### config.mk
export PLATFORM = sky130hd
export DESIGN_NAME = nes_clk_top
export DESIGN_NICKNAME = d
export VERILOG_FILES = /design/src/hdl/nes_clk_pkg.sv /design/src/hdl/clock_enables.sv /design/src/hdl/ppu_timing.sv /design/src/hdl/cpu_write_port.sv /design/src/hdl/reg_write_fifo.sv /design/src/hdl/ppu_reg_file.sv /design/src/hdl/nes_clk_top.sv
export SDC_FILE = /design/constraint.sdc
export NUM_CORES = 1
export LEC_CHECK = 0
export ABC_AREA = 0
export BUFFER_PORTS_ARGS = -buffer_cell sky130_fd_sc_hd__buf_2
export CAP_MARGIN = 20
export CORE_MARGIN = 3
export CORE_UTILIZATION = 34
export CTS_CLUSTER_SIZE = 10
export DETAILED_ROUTE_END_ITERATION = 10
export MAX_ROUTING_LAYER = met4
export SYNTH_ARGS = -nofsm -noshare
export SYNTH_HDL_FRONTEND = slang
export SYNTH_HIERARCHICAL = 1
export SYNTH_SLANG_ARGS = --single-unit
### constraint.sdc
create_clock -name clk_ppu -period 2.7 [get_ports clk_ppu]
set_input_delay 0.54 -clock clk_ppu [delete_from_list [all_inputs] [get_ports clk_ppu]]
set_output_delay 0.54 -clock clk_ppu [all_outputs]
set_load 0.02 [all_outputs]
### src/hdl/nes_clk_pkg.sv
package nes_clk_pkg;

    // widths
    typedef logic [1:0]  cpu_phase_t;   // slot in the 3-cycle cpu period
    typedef logic [2:0]  reg_addr_t;
    typedef logic [7:0]  reg_data_t;
    typedef logic [13:0] vram_addr_t;
    typedef logic [8:0]  dot_t;
    typedef logic [8:0]  scanline_t;

    // shared first/second write toggle for scroll and address
    typedef enum logic {
        latch_first,
        latch_second
    } write_latch_t;

    // clocking
    localparam int CPU_DIV        = 3;
    localparam int RST_CPU_CYCLES = 8;

    // frame geometry
    localparam int DOTS_PER_LINE   = 341;
    localparam int LINES_PER_FRAME = 262;
    localparam int VBLANK_LINE     = 241;
    localparam int PRERENDER_LINE  = 261;
    localparam int VBLANK_DOT      = 1;

    // write buffer
    localparam int FIFO_DEPTH = 4;
    localparam int FIFO_PTR_W = $clog2(FIFO_DEPTH);

    // register select
    localparam reg_addr_t REG_CTRL    = 3'd0;
    localparam reg_addr_t REG_MASK    = 3'd1;
    localparam reg_addr_t REG_OAMADDR = 3'd3;
    localparam reg_addr_t REG_SCROLL  = 3'd5;
    localparam reg_addr_t REG_ADDR    = 3'd6;

endpackage

### src/hdl/clock_enables.sv
module clock_enables (
    input  logic                    clk_ppu,
    input  logic                    rst_ppu,
    output nes_clk_pkg::cpu_phase_t cpu_phase,
    output logic                    cpu_en,
    output logic                    rst_cpu
);

    localparam nes_clk_pkg::cpu_phase_t PHASE_LAST =
        nes_clk_pkg::cpu_phase_t'(nes_clk_pkg::CPU_DIV - 1);

    nes_clk_pkg::cpu_phase_t phase_q;
    logic [nes_clk_pkg::RST_CPU_CYCLES-1:0] rst_sr;

    // divide by three, cpu edge on the last phase
    always_ff @(posedge clk_ppu) begin
        if (rst_ppu) begin
            phase_q <= '0;
        end else if (phase_q == PHASE_LAST) begin
            phase_q <= '0;
        end else begin
            phase_q <= phase_q + 2'd1;
        end
    end

    assign cpu_phase = phase_q;
    assign cpu_en    = (phase_q == PHASE_LAST);

    // cpu reset trails ppu reset by RST_CPU_CYCLES edges
    always_ff @(posedge clk_ppu) begin
        if (rst_ppu) begin
            rst_sr <= '1;
        end else begin
            rst_sr <= {rst_sr[nes_clk_pkg::RST_CPU_CYCLES-2:0], 1'b0}; // zeros in
        end
    end

    assign rst_cpu = rst_sr[nes_clk_pkg::RST_CPU_CYCLES-1];

endmodule

### src/hdl/ppu_timing.sv
module ppu_timing (
    input  logic                   clk_ppu,
    input  logic                   rst_ppu,
    output nes_clk_pkg::dot_t      dot,
    output nes_clk_pkg::scanline_t scanline,
    output logic                   vblank
);

    localparam nes_clk_pkg::dot_t LAST_DOT =
        nes_clk_pkg::dot_t'(nes_clk_pkg::DOTS_PER_LINE - 1);
    localparam nes_clk_pkg::scanline_t LAST_LINE =
        nes_clk_pkg::scanline_t'(nes_clk_pkg::LINES_PER_FRAME - 1);
    localparam nes_clk_pkg::dot_t FLAG_DOT =
        nes_clk_pkg::dot_t'(nes_clk_pkg::VBLANK_DOT);
    localparam nes_clk_pkg::scanline_t SET_LINE =
        nes_clk_pkg::scanline_t'(nes_clk_pkg::VBLANK_LINE);
    localparam nes_clk_pkg::scanline_t CLR_LINE =
        nes_clk_pkg::scanline_t'(nes_clk_pkg::PRERENDER_LINE);

    nes_clk_pkg::dot_t      dot_nxt;
    nes_clk_pkg::scanline_t line_nxt;
    logic                   set_vbl;
    logic                   clr_vbl;

    always_comb begin
        dot_nxt  = dot + 9'd1;
        line_nxt = scanline;
        if (dot == LAST_DOT) begin
            dot_nxt  = '0;
            line_nxt = (scanline == LAST_LINE) ? '0 : scanline + 9'd1;
        end
    end

    // flag changes on the edge that lands on the named position
    assign set_vbl = (dot_nxt == FLAG_DOT) && (line_nxt == SET_LINE);
    assign clr_vbl = (dot_nxt == FLAG_DOT) && (line_nxt == CLR_LINE);

    always_ff @(posedge clk_ppu) begin
        if (rst_ppu) begin
            dot      <= '0;
            scanline <= '0;
        end else begin
            dot      <= dot_nxt;
            scanline <= line_nxt;
        end
    end

    always_ff @(posedge clk_ppu) begin
        if (rst_ppu) begin
            vblank <= 1'b0;
        end else if (set_vbl) begin
            vblank <= 1'b1;
        end else if (clr_vbl) begin
            vblank <= 1'b0;
        end
    end

endmodule

### src/hdl/cpu_write_port.sv
module cpu_write_port (
    input  logic                   clk_ppu,
    input  logic                   rst_ppu,
    input  logic                   cpu_en,
    input  logic                   rst_cpu,
    input  logic                   cpu_wr,
    input  nes_clk_pkg::reg_addr_t cpu_addr,
    input  nes_clk_pkg::reg_data_t cpu_wdata,
    output logic                   push,
    output nes_clk_pkg::reg_addr_t push_addr,
    output nes_clk_pkg::reg_data_t push_data
);

    logic accept;

    // bus is only valid on the cpu edge, and only once the cpu runs
    assign accept = cpu_wr && cpu_en && !rst_cpu;

    always_ff @(posedge clk_ppu) begin
        if (rst_ppu) begin
            push <= 1'b0;
        end else begin
            push <= accept; // single cycle, cpu_en never repeats back to back
        end
    end

    always_ff @(posedge clk_ppu) begin
        if (accept) begin
            push_addr <= cpu_addr;
            push_data <= cpu_wdata;
        end
    end

endmodule

### src/hdl/reg_write_fifo.sv
module reg_write_fifo (
    input  logic                   clk_ppu,
    input  logic                   rst_ppu,
    input  logic                   push,
    input  nes_clk_pkg::reg_addr_t push_addr,
    input  nes_clk_pkg::reg_data_t push_data,
    input  logic                   pop,
    output logic                   not_empty,
    output logic                   full,
    output nes_clk_pkg::reg_addr_t head_addr,
    output nes_clk_pkg::reg_data_t head_data
);

    localparam int PW = nes_clk_pkg::FIFO_PTR_W;
    localparam logic [PW-1:0] PTR_LAST = PW'(nes_clk_pkg::FIFO_DEPTH - 1);
    localparam logic [PW:0]   CNT_FULL = (PW + 1)'(nes_clk_pkg::FIFO_DEPTH);

    nes_clk_pkg::reg_addr_t addr_mem [nes_clk_pkg::FIFO_DEPTH];
    nes_clk_pkg::reg_data_t data_mem [nes_clk_pkg::FIFO_DEPTH];

    logic [PW-1:0] wr_ptr;
    logic [PW-1:0] rd_ptr;
    logic [PW:0]   count;   // one bit wider than the pointers

    always_ff @(posedge clk_ppu) begin
        if (push) begin
            addr_mem[wr_ptr] <= push_addr;
            data_mem[wr_ptr] <= push_data;
        end
    end

    always_ff @(posedge clk_ppu) begin
        if (rst_ppu) begin
            wr_ptr <= '0;
            rd_ptr <= '0;
            count  <= '0;
        end else begin
            if (push) wr_ptr <= (wr_ptr == PTR_LAST) ? '0 : wr_ptr + 1'b1;
            if (pop)  rd_ptr <= (rd_ptr == PTR_LAST) ? '0 : rd_ptr + 1'b1;
            case ({push, pop})
                2'b10:   count <= count + 1'b1;
                2'b01:   count <= count - 1'b1;
                default: count <= count;
            endcase
        end
    end

    assign not_empty = (count != '0);
    assign full      = (count == CNT_FULL);
    assign head_addr = addr_mem[rd_ptr];
    assign head_data = data_mem[rd_ptr];

endmodule

### src/hdl/ppu_reg_file.sv
module ppu_reg_file (
    input  logic                    clk_ppu,
    input  logic                    rst_ppu,
    input  logic                    not_empty,
    input  nes_clk_pkg::reg_addr_t  head_addr,
    input  nes_clk_pkg::reg_data_t  head_data,
    input  logic                    vblank,
    output logic                    pop,
    output nes_clk_pkg::reg_data_t  ppu_ctrl,
    output nes_clk_pkg::reg_data_t  ppu_mask,
    output nes_clk_pkg::reg_data_t  oam_addr,
    output nes_clk_pkg::reg_data_t  scroll_x,
    output nes_clk_pkg::reg_data_t  scroll_y,
    output nes_clk_pkg::vram_addr_t vram_addr,
    output logic                    nmi
);

    nes_clk_pkg::write_latch_t latch;

    // drain one entry per cycle
    assign pop = not_empty;

    always_ff @(posedge clk_ppu) begin
        if (rst_ppu) begin
            ppu_ctrl  <= '0;
            ppu_mask  <= '0;
            oam_addr  <= '0;
            scroll_x  <= '0;
            scroll_y  <= '0;
            vram_addr <= '0;
            latch     <= nes_clk_pkg::latch_first;
        end else if (pop) begin
            case (head_addr)
                nes_clk_pkg::REG_CTRL: begin
                    ppu_ctrl <= head_data;
                end
                nes_clk_pkg::REG_MASK: begin
                    ppu_mask <= head_data;
                end
                nes_clk_pkg::REG_OAMADDR: begin
                    oam_addr <= head_data;
                end
                nes_clk_pkg::REG_SCROLL: begin
                    if (latch == nes_clk_pkg::latch_first) begin
                        scroll_x <= head_data;
                        latch    <= nes_clk_pkg::latch_second;
                    end else begin
                        scroll_y <= head_data;
                        latch    <= nes_clk_pkg::latch_first;
                    end
                end
                nes_clk_pkg::REG_ADDR: begin
                    if (latch == nes_clk_pkg::latch_first) begin
                        vram_addr[13:8] <= head_data[5:0]; // top two data bits dropped
                        latch           <= nes_clk_pkg::latch_second;
                    end else begin
                        vram_addr[7:0] <= head_data;
                        latch          <= nes_clk_pkg::latch_first;
                    end
                end
                default: begin
                    // unmodeled registers, latch untouched
                end
            endcase
        end
    end

    // level, so enabling nmi inside vblank fires right away
    assign nmi = vblank & ppu_ctrl[7];

endmodule

### src/hdl/nes_clk_top.sv
module nes_clk_top (
    input  logic                    clk_ppu,
    input  logic                    rst_ppu,
    input  logic                    cpu_wr,
    input  nes_clk_pkg::reg_addr_t  cpu_addr,
    input  nes_clk_pkg::reg_data_t  cpu_wdata,
    output nes_clk_pkg::cpu_phase_t cpu_phase,
    output logic                    cpu_en,
    output logic                    rst_cpu,
    output nes_clk_pkg::dot_t       dot,
    output nes_clk_pkg::scanline_t  scanline,
    output logic                    vblank,
    output logic                    full,
    output nes_clk_pkg::reg_data_t  ppu_ctrl,
    output nes_clk_pkg::reg_data_t  ppu_mask,
    output nes_clk_pkg::reg_data_t  oam_addr,
    output nes_clk_pkg::reg_data_t  scroll_x,
    output nes_clk_pkg::reg_data_t  scroll_y,
    output nes_clk_pkg::vram_addr_t vram_addr,
    output logic                    nmi
);

    logic                   push;
    nes_clk_pkg::reg_addr_t push_addr;
    nes_clk_pkg::reg_data_t push_data;
    logic                   pop;
    logic                   not_empty;
    nes_clk_pkg::reg_addr_t head_addr;
    nes_clk_pkg::reg_data_t head_data;

    clock_enables u_clock_enables (
        .clk_ppu   (clk_ppu),
        .rst_ppu   (rst_ppu),
        .cpu_phase (cpu_phase),
        .cpu_en    (cpu_en),
        .rst_cpu   (rst_cpu)
    );

    ppu_timing u_ppu_timing (
        .clk_ppu  (clk_ppu),
        .rst_ppu  (rst_ppu),
        .dot      (dot),
        .scanline (scanline),
        .vblank   (vblank)
    );

    cpu_write_port u_cpu_write_port (
        .clk_ppu   (clk_ppu),
        .rst_ppu   (rst_ppu),
        .cpu_en    (cpu_en),
        .rst_cpu   (rst_cpu),
        .cpu_wr    (cpu_wr),
        .cpu_addr  (cpu_addr),
        .cpu_wdata (cpu_wdata),
        .push      (push),
        .push_addr (push_addr),
        .push_data (push_data)
    );

    reg_write_fifo u_reg_write_fifo (
        .clk_ppu   (clk_ppu),
        .rst_ppu   (rst_ppu),
        .push      (push),
        .push_addr (push_addr),
        .push_data (push_data),
        .pop       (pop),
        .not_empty (not_empty),
        .full      (full),
        .head_addr (head_addr),
        .head_data (head_data)
    );

    ppu_reg_file u_ppu_reg_file (
        .clk_ppu   (clk_ppu),
        .rst_ppu   (rst_ppu),
        .not_empty (not_empty),
        .head_addr (head_addr),
        .head_data (head_data),
        .vblank    (vblank),
        .pop       (pop),
        .ppu_ctrl  (ppu_ctrl),
        .ppu_mask  (ppu_mask),
        .oam_addr  (oam_addr),
        .scroll_x  (scroll_x),
        .scroll_y  (scroll_y),
        .vram_addr (vram_addr),
        .nmi       (nmi)
    );

endmodule

# Word level (Yosys, flattened, before mapping)
# Memories as Yosys holds them, arrays and structs flattened. A register that Yosys moved wholly into a read port is not among the register bits.
# Cells that the tools add are included.
# word_totals
register_bits	103
mem_bits_rw	44
input_bits	14
out_inout_bits	79
wordCells	81
memories	2
# classes
addsub	7
n_eq_ne	15
n_mux	16
n_bitwise	2
n_reduce_logical	19
# memory_table
memory	words	width	read_ports	rd_ports_with_merged_regs	wr	line_no	rtl
u_reg_write_fifo.data_mem	4	8	1	1	1	reg_write_fifo.sv:19	nes_clk_pkg::reg_data_t data_mem [nes_clk_pkg::FIFO_DEPTH];
u_reg_write_fifo.addr_mem	4	3	1	1	1	reg_write_fifo.sv:18	nes_clk_pkg::reg_addr_t addr_mem [nes_clk_pkg::FIFO_DEPTH];
# ops
cell	count
$eq A9 B9 Y1 const B	3
$mux W9	3
$add A9 B1 Y9 const B	2
$mux W2	6
$reduce_and A3 Y1	4
$eq A3 B3 Y1 const B	3
$eq A9 B1 Y1 const B	1
$eq A9 B8 Y1 const B	1
$eq A2 B2 Y1 const B	4
$reduce_and A2 Y1	4
$add A2 B1 Y2 const B	3
$mux W1	6
$pmux W3 S2	1
$logic_and A1 B1 Y1	4
$reduce_bool A2 Y1	2
$reduce_or A2 Y1	2
$add A3 B1 Y3 const B	1
$eq A3 B1 Y1 const B	1
$eq A3 B2 Y1 const B	1
$logic_not A3 Y1	1
$reduce_bool A3 Y1	1
$sub A3 B1 Y3 const B	1
$eq A2 B1 Y1 const B	1
$and A1 B1 Y1	1
other kinds (2)	2

# Logic depth before layout (Yosys ltp)
# depth
word_depth	7
mapped_depth	9
ltp_nobuf	8

# By module
# The synthesis kept the hierarchy.
# by_module_without_submodules
mod	n_inst	cells_per_inst	area_per_inst_um2
ppu_reg_file	1	221	2213.4
reg_write_fifo	1	105	2038.2
ppu_timing	1	140	1107.3
cpu_write_port	1	14	372.9
clock_enables	1	21	270.3

# Worst setup path before layout
# No wires, ideal clock.
# synth_path
path_kind	reg-to-reg
from	register (tool-made name)
to	register u_ppu_reg_file.ppu_ctrl[7]
arrival_ps	1938
required_time_ps	2568
path_slack_ps	629
path_stages_with_launch	8
path_buffers	3
period_less_slack_ps	2071
cell_sequence	dfxtp_1 -> buf_6 -> mux4_2 -> buf_6 -> or4b_4 -> buf_6 -> nand2_1 -> a21oi_1
# synth_rtl
element	line_no	rtl
to (signal assigned)	ppu_reg_file.sv:35	ppu_ctrl <= head_data;
to (decl)	ppu_reg_file.sv:9	output nes_clk_pkg::reg_data_t ppu_ctrl,

# Final worst setup path
# layout_path
from	register u_ppu_timing.dot[0]
to	register u_ppu_timing.vblank
# layout_between
elab_chain_cells	5
# layout_rtl
element	line_no	rtl
from (decl)	ppu_timing.sv:4	output nes_clk_pkg::dot_t dot,
from (signal assigned)	ppu_timing.sv:43	dot <= dot_nxt;
$add A9 B1 Y9 or $eq A9 B9 Y1 (tied branches)	ppu_timing.sv:26, ppu_timing.sv:28	
$mux W9	ppu_timing.sv:28	if (dot == LAST_DOT) begin
$eq A9 B1 Y1 (tied with other cells)	ppu_timing.sv:35, ppu_timing.sv:36	
$logic_and A1 B1 Y1 (on tied branches)	ppu_timing.sv:35, ppu_timing.sv:36	
$mux W1 or $reduce_bool A2 Y1 (tied branches)	n/a	
to (signal assigned)	ppu_timing.sv:50	vblank <= 1'b0;
to (signal assigned)	ppu_timing.sv:52	vblank <= 1'b1;
to (signal assigned)	ppu_timing.sv:54	vblank <= 1'b0;
to (decl)	ppu_timing.sv:6	output logic vblank
# Several ways; a longest one is shown, not always the timed one.
# A chain may end at the register's enable or synchronous reset.

==> qor.yml <==
max_freq_mhz: 432
ant_nets: 0
cts_buffer_depth: 2
r2r_end: "u_ppu_timing/vblank"
yosysTopAreaCell: "dfxtp_1"
cts-htree-levels: 4
worstPathArrival_ns: 2.66
synth.area.top_cells: "dfxtp_1 (31%), edfxtp_1 (28%), mux2i_1 (6.7%), nand2b_1 (4.0%), mux4_2 (3.8%)"
ys.flop_type: "dfxtp_1"
dieArea_um2: 19300
clkLatencyLatePin_ns: 0.42
cts-root-buf: "clkbuf_16"
yosysWarnings: 6
layout.nets: 624
intPower_w: 0.00405
rsz0062_at_grt: "no"
reg2reg_from: "u_ppu_timing/dot[0]"
track_usage_pct: 13.9
finalClockSkew_ns: 0.00913
synth_edf_count: 55
hold_buffers: 0
drtPass1Iterations: 4
maxCapViolations: 0
switching_power_w: 0.00167
swShare_pct: 29.2
final_common_cell: "dfxtp_1"
io-pin-count: 93
powerDensity_nw_per_um2: 794
clock-sinks: 149
synthDominantCellAreaShare_pct: 31.4
routedWlPerCell_um: 15.3
setup_viol: 0
drt_wl_total_mm: 12.7
pwr-share-comb_pct: 17.6
seqPwrFrac_pct: 44.6
cts_tree: "yes"
critical_path_class: "flip-flop to flip-flop"
p_total_w: 0.00572
min_to: "u_cpu_write_port/push_data[4]"
grt_max_degree: 41
clkPwrFrac_pct: 37.9
port_buffers: 92
required_ns: 3.04
whs_ns: 0.297
status: "finished, final reports clean"
worst_pin_slew_ns: 0.737
drv_slew: 0
synth_async_sr_flop_share_pct: 0
syn2layout_area_growth_pct: 20.1
p_leak_nw: 2.93
start_kind: "flip-flop"
gr-total-overflow: 0
hold_start: "cpu_wdata[4]"
seq_area_frac_synth_pct: 58.9
worstSetupEndpointType: "flip-flop"
vias_per_cell: 4.73
coreArea_um2: 16900
syn_area_um2: 6000
holdPathStages: 1
drt_iter0_drc: 247
dp_hpwl_mm: 9.09
clk_pin_slew_ns: 0.06
syn_inst: 501
ys_types: 57
final_cell_mix: "dfxtp_1 (94), buf_2 (92), edfxtp_1 (55), nand2_1 (43), nor2_1 (42)"
die_y_um: 139
fin_crit_ns: 2.31
drcViolationCount: 0
antenna_found_initial: 0
post_cts_resized: 0
post-cts-setup-buffers: 0
path_max_fanout: 10
start_util_pct: 35.4
ff2ff_setup_slack_ns: 0.39
grt_first_pass_wirelength_mm: 20.7
drive_gt1_share_pct: 26.0
peakVddDrop_v: 0.000526
cts_buffers: 17
rows: 47
die_w_um: 139
ys_ff_latch: 149
syn_nets: 527
dr_total_vias: 3928
hold_viol: 0
grt_pass1_vias: 3864
min_period_over_period_pct: 85.7
place_congestion: 0.834
relSlewSlack_pct: 50.8
fin_tns_setup_ns: 0
min_path_type: "input port to flip-flop"
antenna_cells: 0
rr_worst_depth: 8
avgSynthCellArea_um2: 12.0
## registers in the layout, summed over array words and instances, names as in the netlist, 3 cells and up, named ones only
name	flops
u_ppu_reg_file/ppu_ctrl	8
u_cpu_write_port/push_data	8
u_ppu_timing/scanline	9
u_reg_write_fifo/data_mem	32
u_ppu_reg_file/vram_addr	14
u_cpu_write_port/push_addr	3
u_ppu_reg_file/scroll_x	8
u_clock_enables/rst_sr	8
u_reg_write_fifo/count	3
u_ppu_timing/dot	9
u_reg_write_fifo/addr_mem	12
u_ppu_reg_file/scroll_y	8
u_ppu_reg_file/ppu_mask	8
u_ppu_reg_file/oam_addr	8
## power by group through the flow
stage          Combinational [W]  Clock (W)  Sequential (W)
2_1_floorplan           0.000671          0         0.00267
3_3_place_gp            0.000982          0         0.00259
3_5_place_dp             0.00101          0         0.00260
4_1_cts                  0.00102    0.00224         0.00255
5_1_grt                  0.00110    0.00233         0.00257
6_report                 0.00101    0.00217         0.00255
## worst max-delay path by stage
stage,start,to,slack [ns],cells after the start
after floorplan,flip-flop,u_ppu_reg_file/ppu_ctrl[7],0.63,7
after global placement,u_ppu_timing/dot[0],u_ppu_timing/vblank,0.53,8
after detailed placement,u_ppu_timing/dot[0],u_ppu_timing/vblank,0.42,8
after CTS,u_ppu_timing/dot[0],u_ppu_timing/vblank,0.40,8
after global routing,u_ppu_timing/dot[0],u_ppu_timing/vblank,0.03,8
final,u_ppu_timing/dot[0],u_ppu_timing/vblank,0.39,8
## critical path: stages, from the launching register on
cell and delay, ns:
dfxtp_1 0.43, inv_1 0.10, ha_1 0.21, nand4b_2 0.11
or2_0 0.41, nand4_1 0.14, nor4b_1 0.54, o21ai_0 0.17
o21ai_0 0.15
## cells by family (layout without fill, tap and decap cells)
family,Yosys count,count (layout),share of synthesized area (%)
flops,149,149,58.9
fa+ha+maj,12,12,2.63
buf+inv,41,151,3.50
simple gates,191,191,17.9
compound gates,42,42,3.98
xor+xnor,14,14,2.04
mux,52,52,11.0
## cells in the mapped netlist (6+ instances only)
master and number:
a21oi_1 25, clkbuf_1 10, dfxtp_1 94, edfxtp_1 55, ha_1 11, inv_1 17, mux2i_1 40, mux4_2 10
nand2_1 43, nand2b_1 38, nand3_1 8, nor2_1 42, nor3_1 6, o21ai_0 7, or2_1 8, xnor2_1 8
xor2_1 6
## final cells by class
| class | instances | area [µm²] |
|---|---|---|
| Clock buffer | 18 | 429 |
| Clock inverter | 14 | 114 |
| Fill cell | 1628 | 9730 |
| Inverter | 17 | 63.8 |
| Multi-Input combinational cell | 311 | 2260 |
| Sequential cell | 149 | 3530 |
| Tap cell | 220 | 275 |
| Timing Repair Buffer | 102 | 536 |
## stage by stage
| stage | worst slack, ns | util, % | std cells | area [µm²] |
|---|---|---|---|---|
| floorplan | 0.629 | - | 501 | 6000 |
| global placement | 0.532 | 39.4 | 799 | 6670 |
| detailed placement | 0.415 | 39.4 | 799 | 6670 |
| CTS | 0.397 | 42.6 | 831 | 7210 |
| global route | 0.0328 | 42.6 | 831 | 7210 |
| finish | 0.386 | 42.6 | 831 | 7210 |
## metal layers
metal  vias up  global-route usage, %  routed length [µm]
met5         -                      -                   0
met4         0                   4.38                 161
met1      1858                   18.4                6080
li1       1949                      -                   -
met2       108                   20.8                5700
met3        13                   4.03                 749
Note: power is estimated with default switching activity, not from simulation.
